<file path="src/hdl/conv_quad_pkg.sv">
`default_nettype none

package conv_quad_pkg;

    ////////////////////////////////////////
    // Data widths
    ////////////////////////////////////////

    // Signed input pixel
    typedef logic signed [7:0] pixel_t;

    // Signed kernel weight
    typedef logic signed [7:0] weight_t;

    // Nine 8x8 products fit without overflow
    typedef logic signed [19:0] acc_t;

    ////////////////////////////////////////
    // Job counts
    ////////////////////////////////////////

    // Tap count or tap index, 0 to 15
    typedef logic [3:0] tap_idx_t;

    // Outputs per job
    typedef logic [7:0] out_cnt_t;

    ////////////////////////////////////////
    // Defaults
    ////////////////////////////////////////

    // 3x3 kernel
    localparam int MAX_TAPS_DEFAULT = 9;

    // Prefetch entries
    localparam int BUF_DEPTH_DEFAULT = 16;

endpackage

`default_nettype wire

</file>
<file path="src/hdl/pixel_buf_if.sv">
`timescale 1ns/1ns
`default_nettype none

interface pixel_buf_if
    import conv_quad_pkg::*;
();

    // Write side, one strobe per pixel
    logic   push;
    pixel_t push_data;

    // Read side, head entry always visible
    logic   pop;
    pixel_t pop_data;
    logic   not_empty;

    modport loader (
        output push,
        output push_data
    );

    modport buffer (
        input  push,
        input  push_data,
        input  pop,
        output pop_data,
        output not_empty
    );

    modport engine (
        output pop,
        input  pop_data,
        input  not_empty
    );

endinterface

`default_nettype wire

</file>
<file path="src/hdl/pixel_loader.sv">
`timescale 1ns/1ns
`default_nettype none

module pixel_loader
    import conv_quad_pkg::*;
#(
    parameter int MAX_TAPS = MAX_TAPS_DEFAULT
) (
    input  wire logic     clk_core,
    input  wire logic     rst,
    input  wire logic     job_start,
    input  wire tap_idx_t job_num_taps,
    input  wire out_cnt_t job_num_outputs,
    input  wire logic     job_relu,
    input  wire logic     job_complete_ack,
    input  wire logic     pixel_valid,
    input  wire pixel_t   pixel_data,
    input  wire logic     job_done,
    output logic          job_accept,
    output logic          job_complete,
    output logic          job_go,
    output tap_idx_t      num_taps,
    output out_cnt_t      num_outputs,
    pixel_buf_if.loader   buf_port
);

    typedef enum logic [1:0] {
        ST_IDLE,
        ST_ACTIVE,
        ST_COMPLETE
    } state_t;

    state_t      state;
    logic        relu_en;
    logic [11:0] pix_cnt;
    logic [11:0] quota;
    logic        take_job;
    pixel_t      act_pixel;

    assign take_job = (state == ST_IDLE) && job_start;

    // Engine is armed by the same strobe that accepts the job
    assign job_go = job_accept;

    ////////////////////////////////////////
    // Job control FSM
    ////////////////////////////////////////

    always_ff @(posedge clk_core) begin
        if (rst) begin
            state        <= ST_IDLE;
            job_accept   <= 1'b0;
            job_complete <= 1'b0;
            pix_cnt      <= '0;
        end else begin
            job_accept <= 1'b0;
            case (state)
                ST_IDLE: begin
                    if (job_start) begin
                        state      <= ST_ACTIVE;
                        job_accept <= 1'b1;
                        pix_cnt    <= '0;
                    end
                end
                ST_ACTIVE: begin
                    if (buf_port.push) begin
                        pix_cnt <= pix_cnt + 12'd1;
                    end
                    // Final result seen, complete goes up next cycle
                    if (job_done) begin
                        state        <= ST_COMPLETE;
                        job_complete <= 1'b1;
                    end
                end
                ST_COMPLETE: begin
                    if (job_complete_ack) begin
                        state        <= ST_IDLE;
                        job_complete <= 1'b0;
                    end
                end
                default: state <= ST_IDLE;
            endcase
        end
    end

    // Job parameters, held until the next acceptance
    always_ff @(posedge clk_core) begin
        if (take_job) begin
            num_taps    <= job_num_taps;
            num_outputs <= job_num_outputs;
            relu_en     <= job_relu;
        end
    end

    ////////////////////////////////////////
    // Activation and buffer writes
    ////////////////////////////////////////

    assign quota = {8'd0, num_taps} * {4'd0, num_outputs};

    // ReLU ahead of the multiplier
    assign act_pixel = (relu_en && pixel_data[7]) ? pixel_t'(0) : pixel_data;

    // Pixels past the quota are dropped
    assign buf_port.push      = (state == ST_ACTIVE) && pixel_valid && (pix_cnt < quota);
    assign buf_port.push_data = act_pixel;

    a_taps_in_range: assert property (
        @(posedge clk_core) disable iff (rst)
        job_accept |-> (num_taps >= tap_idx_t'(1)) && (int'(num_taps) <= MAX_TAPS)
    );

endmodule

`default_nettype wire

</file>
<file path="src/hdl/prefetch_buffer.sv">
`timescale 1ns/1ns
`default_nettype none

module prefetch_buffer
    import conv_quad_pkg::*;
#(
    parameter int BUF_DEPTH = BUF_DEPTH_DEFAULT
) (
    input  wire logic   clk_core,
    input  wire logic   rst,
    pixel_buf_if.buffer buf_port
);

    localparam int AW = $clog2(BUF_DEPTH);

    pixel_t        mem [BUF_DEPTH];
    logic [AW-1:0] wr_ptr;
    logic [AW-1:0] rd_ptr;
    logic [AW:0]   count;
    logic          full;

    assign full = (count == (AW + 1)'(BUF_DEPTH));

    ////////////////////////////////////////
    // Pointers and occupancy
    ////////////////////////////////////////

    always_ff @(posedge clk_core) begin
        if (rst) begin
            wr_ptr <= '0;
            rd_ptr <= '0;
            count  <= '0;
        end else begin
            if (buf_port.push) begin
                // Wrap for depths that are not a power of two
                if (wr_ptr == AW'(BUF_DEPTH - 1)) begin
                    wr_ptr <= '0;
                end else begin
                    wr_ptr <= wr_ptr + AW'(1);
                end
            end
            if (buf_port.pop) begin
                if (rd_ptr == AW'(BUF_DEPTH - 1)) begin
                    rd_ptr <= '0;
                end else begin
                    rd_ptr <= rd_ptr + AW'(1);
                end
            end
            // Push and pop together leave the count alone
            if (buf_port.push && !buf_port.pop) begin
                count <= count + (AW + 1)'(1);
            end else if (!buf_port.push && buf_port.pop) begin
                count <= count - (AW + 1)'(1);
            end
        end
    end

    // Storage
    always_ff @(posedge clk_core) begin
        if (buf_port.push) begin
            mem[wr_ptr] <= buf_port.push_data;
        end
    end

    assign buf_port.pop_data  = mem[rd_ptr];
    assign buf_port.not_empty = (count != '0);

    // A pop in the same cycle frees the slot being written
    a_no_overflow: assert property (
        @(posedge clk_core) disable iff (rst)
        buf_port.push |-> !full || buf_port.pop
    );

endmodule

`default_nettype wire

</file>
<file path="src/hdl/weight_table.sv">
`timescale 1ns/1ns
`default_nettype none

module weight_table
    import conv_quad_pkg::*;
#(
    parameter int MAX_TAPS = MAX_TAPS_DEFAULT
) (
    input  wire logic     clk_core,
    input  wire logic     rst,
    input  wire logic     weight_valid,
    input  wire weight_t  weight_data,
    input  wire logic     clear,
    input  wire tap_idx_t tap,
    output weight_t       weight
);

    weight_t  regs [MAX_TAPS];
    tap_idx_t wr_ptr;
    logic     wr_en;

    assign wr_en = weight_valid && (int'(wr_ptr) < MAX_TAPS);

    ////////////////////////////////////////
    // Sequential kernel load
    ////////////////////////////////////////

    always_ff @(posedge clk_core) begin
        if (rst) begin
            wr_ptr <= '0;
        end else if (clear) begin
            wr_ptr <= '0;
        end else if (weight_valid) begin
            wr_ptr <= wr_ptr + 4'd1;
        end
    end

    always_ff @(posedge clk_core) begin
        if (wr_en) begin
            regs[wr_ptr] <= weight_data;
        end
    end

    // Unused tap slots read as zero
    assign weight = (int'(tap) < MAX_TAPS) ? regs[tap] : weight_t'(0);

    // Kernel load must fit in the table before the job runs
    a_no_table_overrun: assert property (
        @(posedge clk_core) disable iff (rst)
        weight_valid |-> int'(wr_ptr) < MAX_TAPS
    );

endmodule

`default_nettype wire

</file>
<file path="src/hdl/mac_engine.sv">
`timescale 1ns/1ns
`default_nettype none

module mac_engine
    import conv_quad_pkg::*;
#(
    parameter int MAX_TAPS = MAX_TAPS_DEFAULT
) (
    input  wire logic     clk_core,
    input  wire logic     rst,
    input  wire logic     job_go,
    input  wire tap_idx_t num_taps,
    input  wire out_cnt_t num_outputs,
    input  wire logic     weight_valid,
    input  wire weight_t  weight_data,
    pixel_buf_if.engine   buf_port,
    output logic          result_valid,
    output acc_t          result_data,
    output logic          job_done
);

    logic                running;
    logic                res_cyc;
    tap_idx_t            tap_cnt;
    out_cnt_t            out_cnt;
    acc_t                acc;
    weight_t             weight;
    logic signed [15:0]  product;
    logic                last_tap;
    logic                last_out;

    weight_table #(
        .MAX_TAPS (MAX_TAPS)
    ) i_weight_table (
        .clk_core     (clk_core),
        .rst          (rst),
        .weight_valid (weight_valid),
        .weight_data  (weight_data),
        .clear        (job_done),
        .tap          (tap_cnt),
        .weight       (weight)
    );

    // No pop while the result cycle is spent
    assign buf_port.pop = running && !res_cyc && buf_port.not_empty;

    assign product  = 16'(buf_port.pop_data) * 16'(weight);
    assign last_tap = (tap_cnt == num_taps - 4'd1);
    assign last_out = (out_cnt == num_outputs - 8'd1);

    ////////////////////////////////////////
    // Tap and output sequencing
    ////////////////////////////////////////

    always_ff @(posedge clk_core) begin
        if (rst) begin
            running <= 1'b0;
            res_cyc <= 1'b0;
            tap_cnt <= '0;
            out_cnt <= '0;
        end else if (job_go) begin
            running <= 1'b1;
            res_cyc <= 1'b0;
            tap_cnt <= '0;
            out_cnt <= '0;
        end else if (res_cyc) begin
            res_cyc <= 1'b0;
            out_cnt <= out_cnt + 8'd1;
            if (last_out) begin
                running <= 1'b0;
            end
        end else if (buf_port.pop) begin
            if (last_tap) begin
                tap_cnt <= '0;
                res_cyc <= 1'b1;
            end else begin
                tap_cnt <= tap_cnt + 4'd1;
            end
        end
    end

    // Accumulator restarts after each result
    always_ff @(posedge clk_core) begin
        if (job_go || res_cyc) begin
            acc <= '0;
        end else if (buf_port.pop) begin
            acc <= acc + acc_t'(product);
        end
    end

    assign result_valid = res_cyc;
    assign result_data  = acc;
    assign job_done     = res_cyc && last_out;

    // Kernel reload only between jobs
    a_no_weight_while_armed: assert property (
        @(posedge clk_core) disable iff (rst)
        weight_valid |-> !running
    );

endmodule

`default_nettype wire

</file>
<file path="src/hdl/conv_quad_top.sv">
`timescale 1ns/1ns
`default_nettype none

module conv_quad_top
    import conv_quad_pkg::*;
#(
    parameter int MAX_TAPS  = MAX_TAPS_DEFAULT,
    parameter int BUF_DEPTH = BUF_DEPTH_DEFAULT
) (
    input  wire logic     clk_core,
    input  wire logic     rst,
    input  wire logic     job_start,
    input  wire tap_idx_t job_num_taps,
    input  wire out_cnt_t job_num_outputs,
    input  wire logic     job_relu,
    output logic          job_accept,
    output logic          job_complete,
    input  wire logic     job_complete_ack,
    input  wire logic     weight_valid,
    input  wire weight_t  weight_data,
    input  wire logic     pixel_valid,
    input  wire pixel_t   pixel_data,
    output logic          result_valid,
    output acc_t          result_data
);

    logic     job_go;
    logic     job_done;
    tap_idx_t num_taps;
    out_cnt_t num_outputs;

    pixel_buf_if i_buf_if ();

    ////////////////////////////////////////
    // Job control and activation
    ////////////////////////////////////////

    pixel_loader #(
        .MAX_TAPS (MAX_TAPS)
    ) i_pixel_loader (
        .clk_core         (clk_core),
        .rst              (rst),
        .job_start        (job_start),
        .job_num_taps     (job_num_taps),
        .job_num_outputs  (job_num_outputs),
        .job_relu         (job_relu),
        .job_complete_ack (job_complete_ack),
        .pixel_valid      (pixel_valid),
        .pixel_data       (pixel_data),
        .job_done         (job_done),
        .job_accept       (job_accept),
        .job_complete     (job_complete),
        .job_go           (job_go),
        .num_taps         (num_taps),
        .num_outputs      (num_outputs),
        .buf_port         (i_buf_if.loader)
    );

    prefetch_buffer #(
        .BUF_DEPTH (BUF_DEPTH)
    ) i_prefetch_buffer (
        .clk_core (clk_core),
        .rst      (rst),
        .buf_port (i_buf_if.buffer)
    );

    ////////////////////////////////////////
    // Multiply and accumulate
    ////////////////////////////////////////

    mac_engine #(
        .MAX_TAPS (MAX_TAPS)
    ) i_mac_engine (
        .clk_core     (clk_core),
        .rst          (rst),
        .job_go       (job_go),
        .num_taps     (num_taps),
        .num_outputs  (num_outputs),
        .weight_valid (weight_valid),
        .weight_data  (weight_data),
        .buf_port     (i_buf_if.engine),
        .result_valid (result_valid),
        .result_data  (result_data),
        .job_done     (job_done)
    );

endmodule

`default_nettype wire

</file>
<file path="config.mk">
export PLATFORM = sky130hd
export DESIGN_NAME = conv_quad_top
export DESIGN_NICKNAME = d
export VERILOG_FILES = /design/src/hdl/conv_quad_pkg.sv /design/src/hdl/pixel_buf_if.sv /design/src/hdl/pixel_loader.sv /design/src/hdl/prefetch_buffer.sv /design/src/hdl/weight_table.sv /design/src/hdl/mac_engine.sv /design/src/hdl/conv_quad_top.sv
export SDC_FILE = /design/constraint.sdc
export NUM_CORES = 1
export LEC_CHECK = 0
export ABC_AREA = 1
export BUFFER_PORTS_ARGS = -buffer_cell sky130_fd_sc_hd__clkbuf_2
export CELL_PAD_IN_SITES_DETAIL_PLACEMENT = 1
export CELL_PAD_IN_SITES_GLOBAL_PLACEMENT = 1
export CORE_UTILIZATION = 50
export DETAILED_ROUTE_END_ITERATION = 6
export PLACE_DENSITY_LB_ADDON = 0.1
export SLEW_MARGIN = 25
export SYNTH_ARGS = -nofsm -noshare
export SYNTH_HDL_FRONTEND = slang
export SYNTH_SLANG_ARGS = --single-unit
export TNS_END_PERCENT = 20
</file>
<file path="constraint.sdc">
create_clock -name clk_core -period 8.8 [get_ports clk_core]
set_input_delay 1.76 -clock clk_core [delete_from_list [all_inputs] [get_ports clk_core]]
set_output_delay 1.76 -clock clk_core [all_outputs]
set_load 0.01 [all_outputs]
</file>
==> impl_results.md <==
- Status: finished, final reports clean
- First DRT Iteration DRCs: around 640
- FFs w/ async S/R, synth: 0%
- Std-Cell Core Area: around 0.034 sq mm
- Yosys warns: 0
- Prevailing post-synth register cell: sky130_fd_sc_hd__edfxtp_1
- Slew at the pin closest to its max-slew limit: 0.9747 ns
- Required time worst endpoint: 9.22 ns
- Max stage delay on crit path: approximately 0.89 ns
- Global route total overflow: 0
- IO Port Bufs: 57
- Post-DRT Antenna Nets: 0
- Worst-path maximum fanout: 65
- Count of cell types in the netlist: 49
- Sequential share of the synthesized area: a little under half
- Post-synthesis share of cell area spent on xor and xnor gates: between 2 and 2.5%
- Setup Viol. Count Final: 0
- Leading post-synthesis cells by cell area: sky130_fd_sc_hd__edfxtp_1 37%, sky130_fd_sc_hd__fa_1 12%, sky130_fd_sc_hd__dfxtp_1 8.7%, sky130_fd_sc_hd__nand2_1 7.7%, sky130_fd_sc_hd__ha_1 6.6%
- CTS tree: done
- Dominant cell by count in the synthesized netlist: sky130_fd_sc_hd__nand2_1
- Starting density of the core: 51.17%
- Area after detailed placement: 0.01786 sq mm
- Final cell area excluding filler cells: around 0.019 sq mm
- Critical setup path kind: reg -> reg
- Floorplan die height: roughly 190 um
- Endpoint arrival time on the critical path: just under 8 ns
- Number of enable-type register cells in the synthesized netlist: ~210
- Slew Viols, Final: 0
- Antenna diode instance count: 0
- Via count of the first global-routing pass: between 10000 and 15000
- Fraction of the cycle the final worst path needs: around 83%
- Largest delay share family, worst path: adder cells
- Number of max-capacitance violations reported: 0
- All-Layer GR Usage: between 20% and 30%
- Count of unresolved DRC violations after routing: 0
- Clk Latency, worst-skew pair: around 0.53 ns
- Routed wire length: 42710 um
- Adder and majority gate portion of the synthesized area: 18.44%
- Number of vias per cell: approximately 5.4
- Hold Vio Cnt, Final: 0
- Worst Hold Depth: 2
- End of the worst register-to-register path: i_mac_engine.result_data[18]
- CTS resizes: 0
- Total negative setup slack: 0 ns
- Chain of cells forming the critical path: buf_4 > clkinv_2 > nor2_1 > o21ai_0 > nand3_1 > nand3_1 > nand2_1 > nor2_1 > buf_4 > fa_1 > fa_1 > fa_1 > fa_1 > fa_1 > ha_1 > nand2_1 > nand3_1 > a21oi_1 > or2_2 > nand2_1 > nand2_1 > nand3_1 > nand2_1 > inv_1
- Number of buffers inserted for hold repair after clock tree synthesis: 0
- Synth area leader: sky130_fd_sc_hd__edfxtp_1
- Reg2Reg Depth: 24
- Setup clock skew after layout: 0.02764 ns
- Wire length per cell: around 18 um
- Share of post-route cells with drive strength above 1: under 10%
- Post-CTS setup buffer count: 0
- Reg clk slew, reported paths: around 0.06 ns
- Clock Root Buffer: sky130_fd_sc_hd__clkbuf_16
- DIE AREA: roughly 0.035 sq mm
- Iteration count of the initial detailed-routing pass: 5
- Hpwl dp: 30590 um
- First-pass GRT wire length: roughly 70000 um
- Rel. slew slack: between 30% and 40%
- Complex-gate fraction of the synthesized area: under 10%
- Hold Crit Endpoint: i_prefetch_buffer.count[4]
- Highest clock rate: between 100 and 150 MHz
- Area growth from synthesis to layout: 10.15%
- Multi-input gate area in the final layout: approximately 0.008 sq mm
- I/O pin count: 58
- Number of nets at the end of the flow: between 2000 and 2500
- Total number of H-tree levels: 2
- DIE WIDTH: approximately 190 um
- Minimum period implied by the final worst setup slack: 7.313 ns
- Fraction of the mapped netlist area in simple logic gates: between 10% and 20%
- Count of filler cells inserted in the layout: a little under 4000
- Setup repair after global routing missed its margin: false
- Largest net degree at the start of global routing: between 60 and 70
- Flop2flop setup slack: about 1.5 ns
- Antenna violations before repair: 0
- Clock Sink Count: 288
- Critical path launch point type: register
- Mean area per synthesized cell: 9.532 sq um
- Placer Congestion: approximately 0.9
- Fraction of synthesized cell area taken by the top area cell type: between 30% and 40%
- Gate count of the mapped netlist: between 1500 and 2000
- Cell types with the highest counts after synthesis: 354 x sky130_fd_sc_hd__nand2_1, 238 x sky130_fd_sc_hd__inv_1, 213 x sky130_fd_sc_hd__edfxtp_1
- Inserted Clock Buffers: 36
- Worst min-delay path startpoint: i_prefetch_buffer.count[4]
- Worst hold path class: reg -> reg
- Total nets after synthesis: a little over 2000
- Number of register bits inferred by synthesis: about 290
- Kind of end point of the critical path: register
- Total standard cell area after synthesis: around 0.017 sq mm
- Number of core rows: 67
- Slowest cell on the critical path: sky130_fd_sc_hd__clkinv_2
- Clock buffer depth: 3
- Detailed-route via count: 12590
- Buf+Inv Stages, Crit Path: 4
- Portion of netlist area occupied by mux cells: 0%
- Combinational family with the most area after synthesis: simple AND/OR/NAND/NOR gates
- Total area of sequential cells: ~0.0079 sq mm
how the worst max path moves through the flow:
stage | to | slack, ns | cells after the start | start
2_1_floorplan | i_mac_engine.result_data[18] | 3.10 | 22 | register
3_3_place_gp | i_mac_engine.result_data[18] | 2.09 | 24 | register
3_5_place_dp | i_mac_engine.result_data[18] | 1.89 | 24 | register
4_1_cts | i_mac_engine.result_data[18] | 1.85 | 24 | register
5_1_grt | i_mac_engine.result_data[18] | 0.92 | 24 | register
6_report | i_mac_engine.result_data[18] | 1.49 | 24 | register
registers in the layout (all words and copies together), names as in the netlist, named ones only:
| name | count |
|---|---|
| i_pixel_loader.state | 2 |
| i_prefetch_buffer.wr_ptr | 4 |
| i_pixel_loader.num_outputs | 8 |
| i_prefetch_buffer.rd_ptr | 4 |
| i_pixel_loader.num_taps | 4 |
| i_pixel_loader.job_complete | 1 |
| i_mac_engine.result_valid | 1 |
| i_pixel_loader.relu_en | 1 |
| i_mac_engine.i_weight_table.regs | 72 |
| i_prefetch_buffer.count | 5 |
| i_prefetch_buffer.mem | 128 |
| i_pixel_loader.pix_cnt | 12 |
| i_mac_engine.tap_cnt | 4 |
| i_pixel_loader.job_accept | 1 |
| i_mac_engine.running | 1 |
| i_mac_engine.out_cnt | 8 |
| i_mac_engine.i_weight_table.wr_ptr | 4 |
| i_mac_engine.result_data | 20 |
final cells by class:
| class | count | share of cell area (%) |
|---|---|---|
| Sequential cell | 288 | 41.59 |
| Inverter | 254 | 5.026 |
| Clock inverter | 19 | 0.8168 |
| Timing Repair Buffer | 66 | 1.858 |
| Clock buffer | 44 | 5.118 |
| Tap cell | 448 | 2.951 |
| Multi-Input combinational cell | 1212 | 42.64 |
cell families after synthesis:
logic type	after synthesis
and+or+nand+nor	787
AOI/OAI and AO/OA	192
xor gates and xnor gates	40
DFF	288
buffers and inverters	309
adders and majority gates	193
cell usage in the layout (no fill, tap or decap), drive strengths merged:
| cell | count |
|---|---|
| o21ai | 64 |
| o221ai | 3 |
| xnor3 | 1 |
| o31ai | 8 |
| a21oi | 72 |
| xnor2 | 10 |
| clkbuf | 101 |
| o211ai | 22 |
| edfxtp | 213 |
| fa | 102 |
| inv | 255 |
| nor3b | 5 |
| dfxtp | 75 |
| clkinvlp | 3 |
| nor2 | 211 |
| a31oi | 2 |
| nand3 | 159 |
| nand2 | 359 |
| or2 | 23 |
| o21bai | 7 |
| ha | 91 |
| bufinv | 1 |
| buf | 9 |
| clkinv | 14 |
| xor2 | 29 |
| o22ai | 5 |
| nor3 | 15 |
| nand3b | 3 |
| nand4 | 12 |
| o311ai | 1 |
| a21o | 4 |
| a31o | 1 |
| o21a | 3 |
worst register-to-register path, cell delays in order (launching register included):
cell                       delay [ns]
sky130_fd_sc_hd__dfxtp_2         0.31
sky130_fd_sc_hd__buf_4           0.57
sky130_fd_sc_hd__clkinv_2        0.91
sky130_fd_sc_hd__nor2_1          0.38
sky130_fd_sc_hd__o21ai_0         0.12
sky130_fd_sc_hd__nand3_1         0.16
sky130_fd_sc_hd__nand3_1         0.11
sky130_fd_sc_hd__nand2_1         0.28
sky130_fd_sc_hd__nor2_1          0.09
sky130_fd_sc_hd__buf_4           0.22
sky130_fd_sc_hd__fa_1            0.53
sky130_fd_sc_hd__fa_1            0.54
sky130_fd_sc_hd__fa_1            0.46
sky130_fd_sc_hd__fa_1            0.58
sky130_fd_sc_hd__fa_1            0.43
sky130_fd_sc_hd__ha_1            0.38
sky130_fd_sc_hd__nand2_1         0.12
sky130_fd_sc_hd__nand3_1         0.20
sky130_fd_sc_hd__a21oi_1         0.34
sky130_fd_sc_hd__or2_2           0.19
sky130_fd_sc_hd__nand2_1         0.05
sky130_fd_sc_hd__nand2_1         0.06
sky130_fd_sc_hd__nand3_1         0.07
sky130_fd_sc_hd__nand2_1         0.09
sky130_fd_sc_hd__inv_1           0.04
routing by layer:
metal / global-route usage (%) / share of wire (%) / up-vias
met5: 0 / 0 / -
met4: 7.942 / 2.7 / 0
met3: 2.845 / 3.6 / 76
met2: 45.13 / 51 / 235
met1: 32.02 / 43 / 6238
li1: - / - / 6038
through the flow:
stage          utilization, %  setup WS, ns  hold slack, ns  std cells
6_report                56.36         1.487          0.4927       2331
5_1_grt                 56.36        0.9227          0.5099       2331
4_1_cts                 56.33         1.851          0.4967       2331
3_5_place_dp            52.99         1.890          0.4744       2268
3_3_place_gp            52.97         2.089          0.4548       2268
2_1_floorplan               -         3.100          0.4379       1809
Power is not shown: default switching activity piles up to over one toggle a cycle in this logic, so the estimate is an artifact.
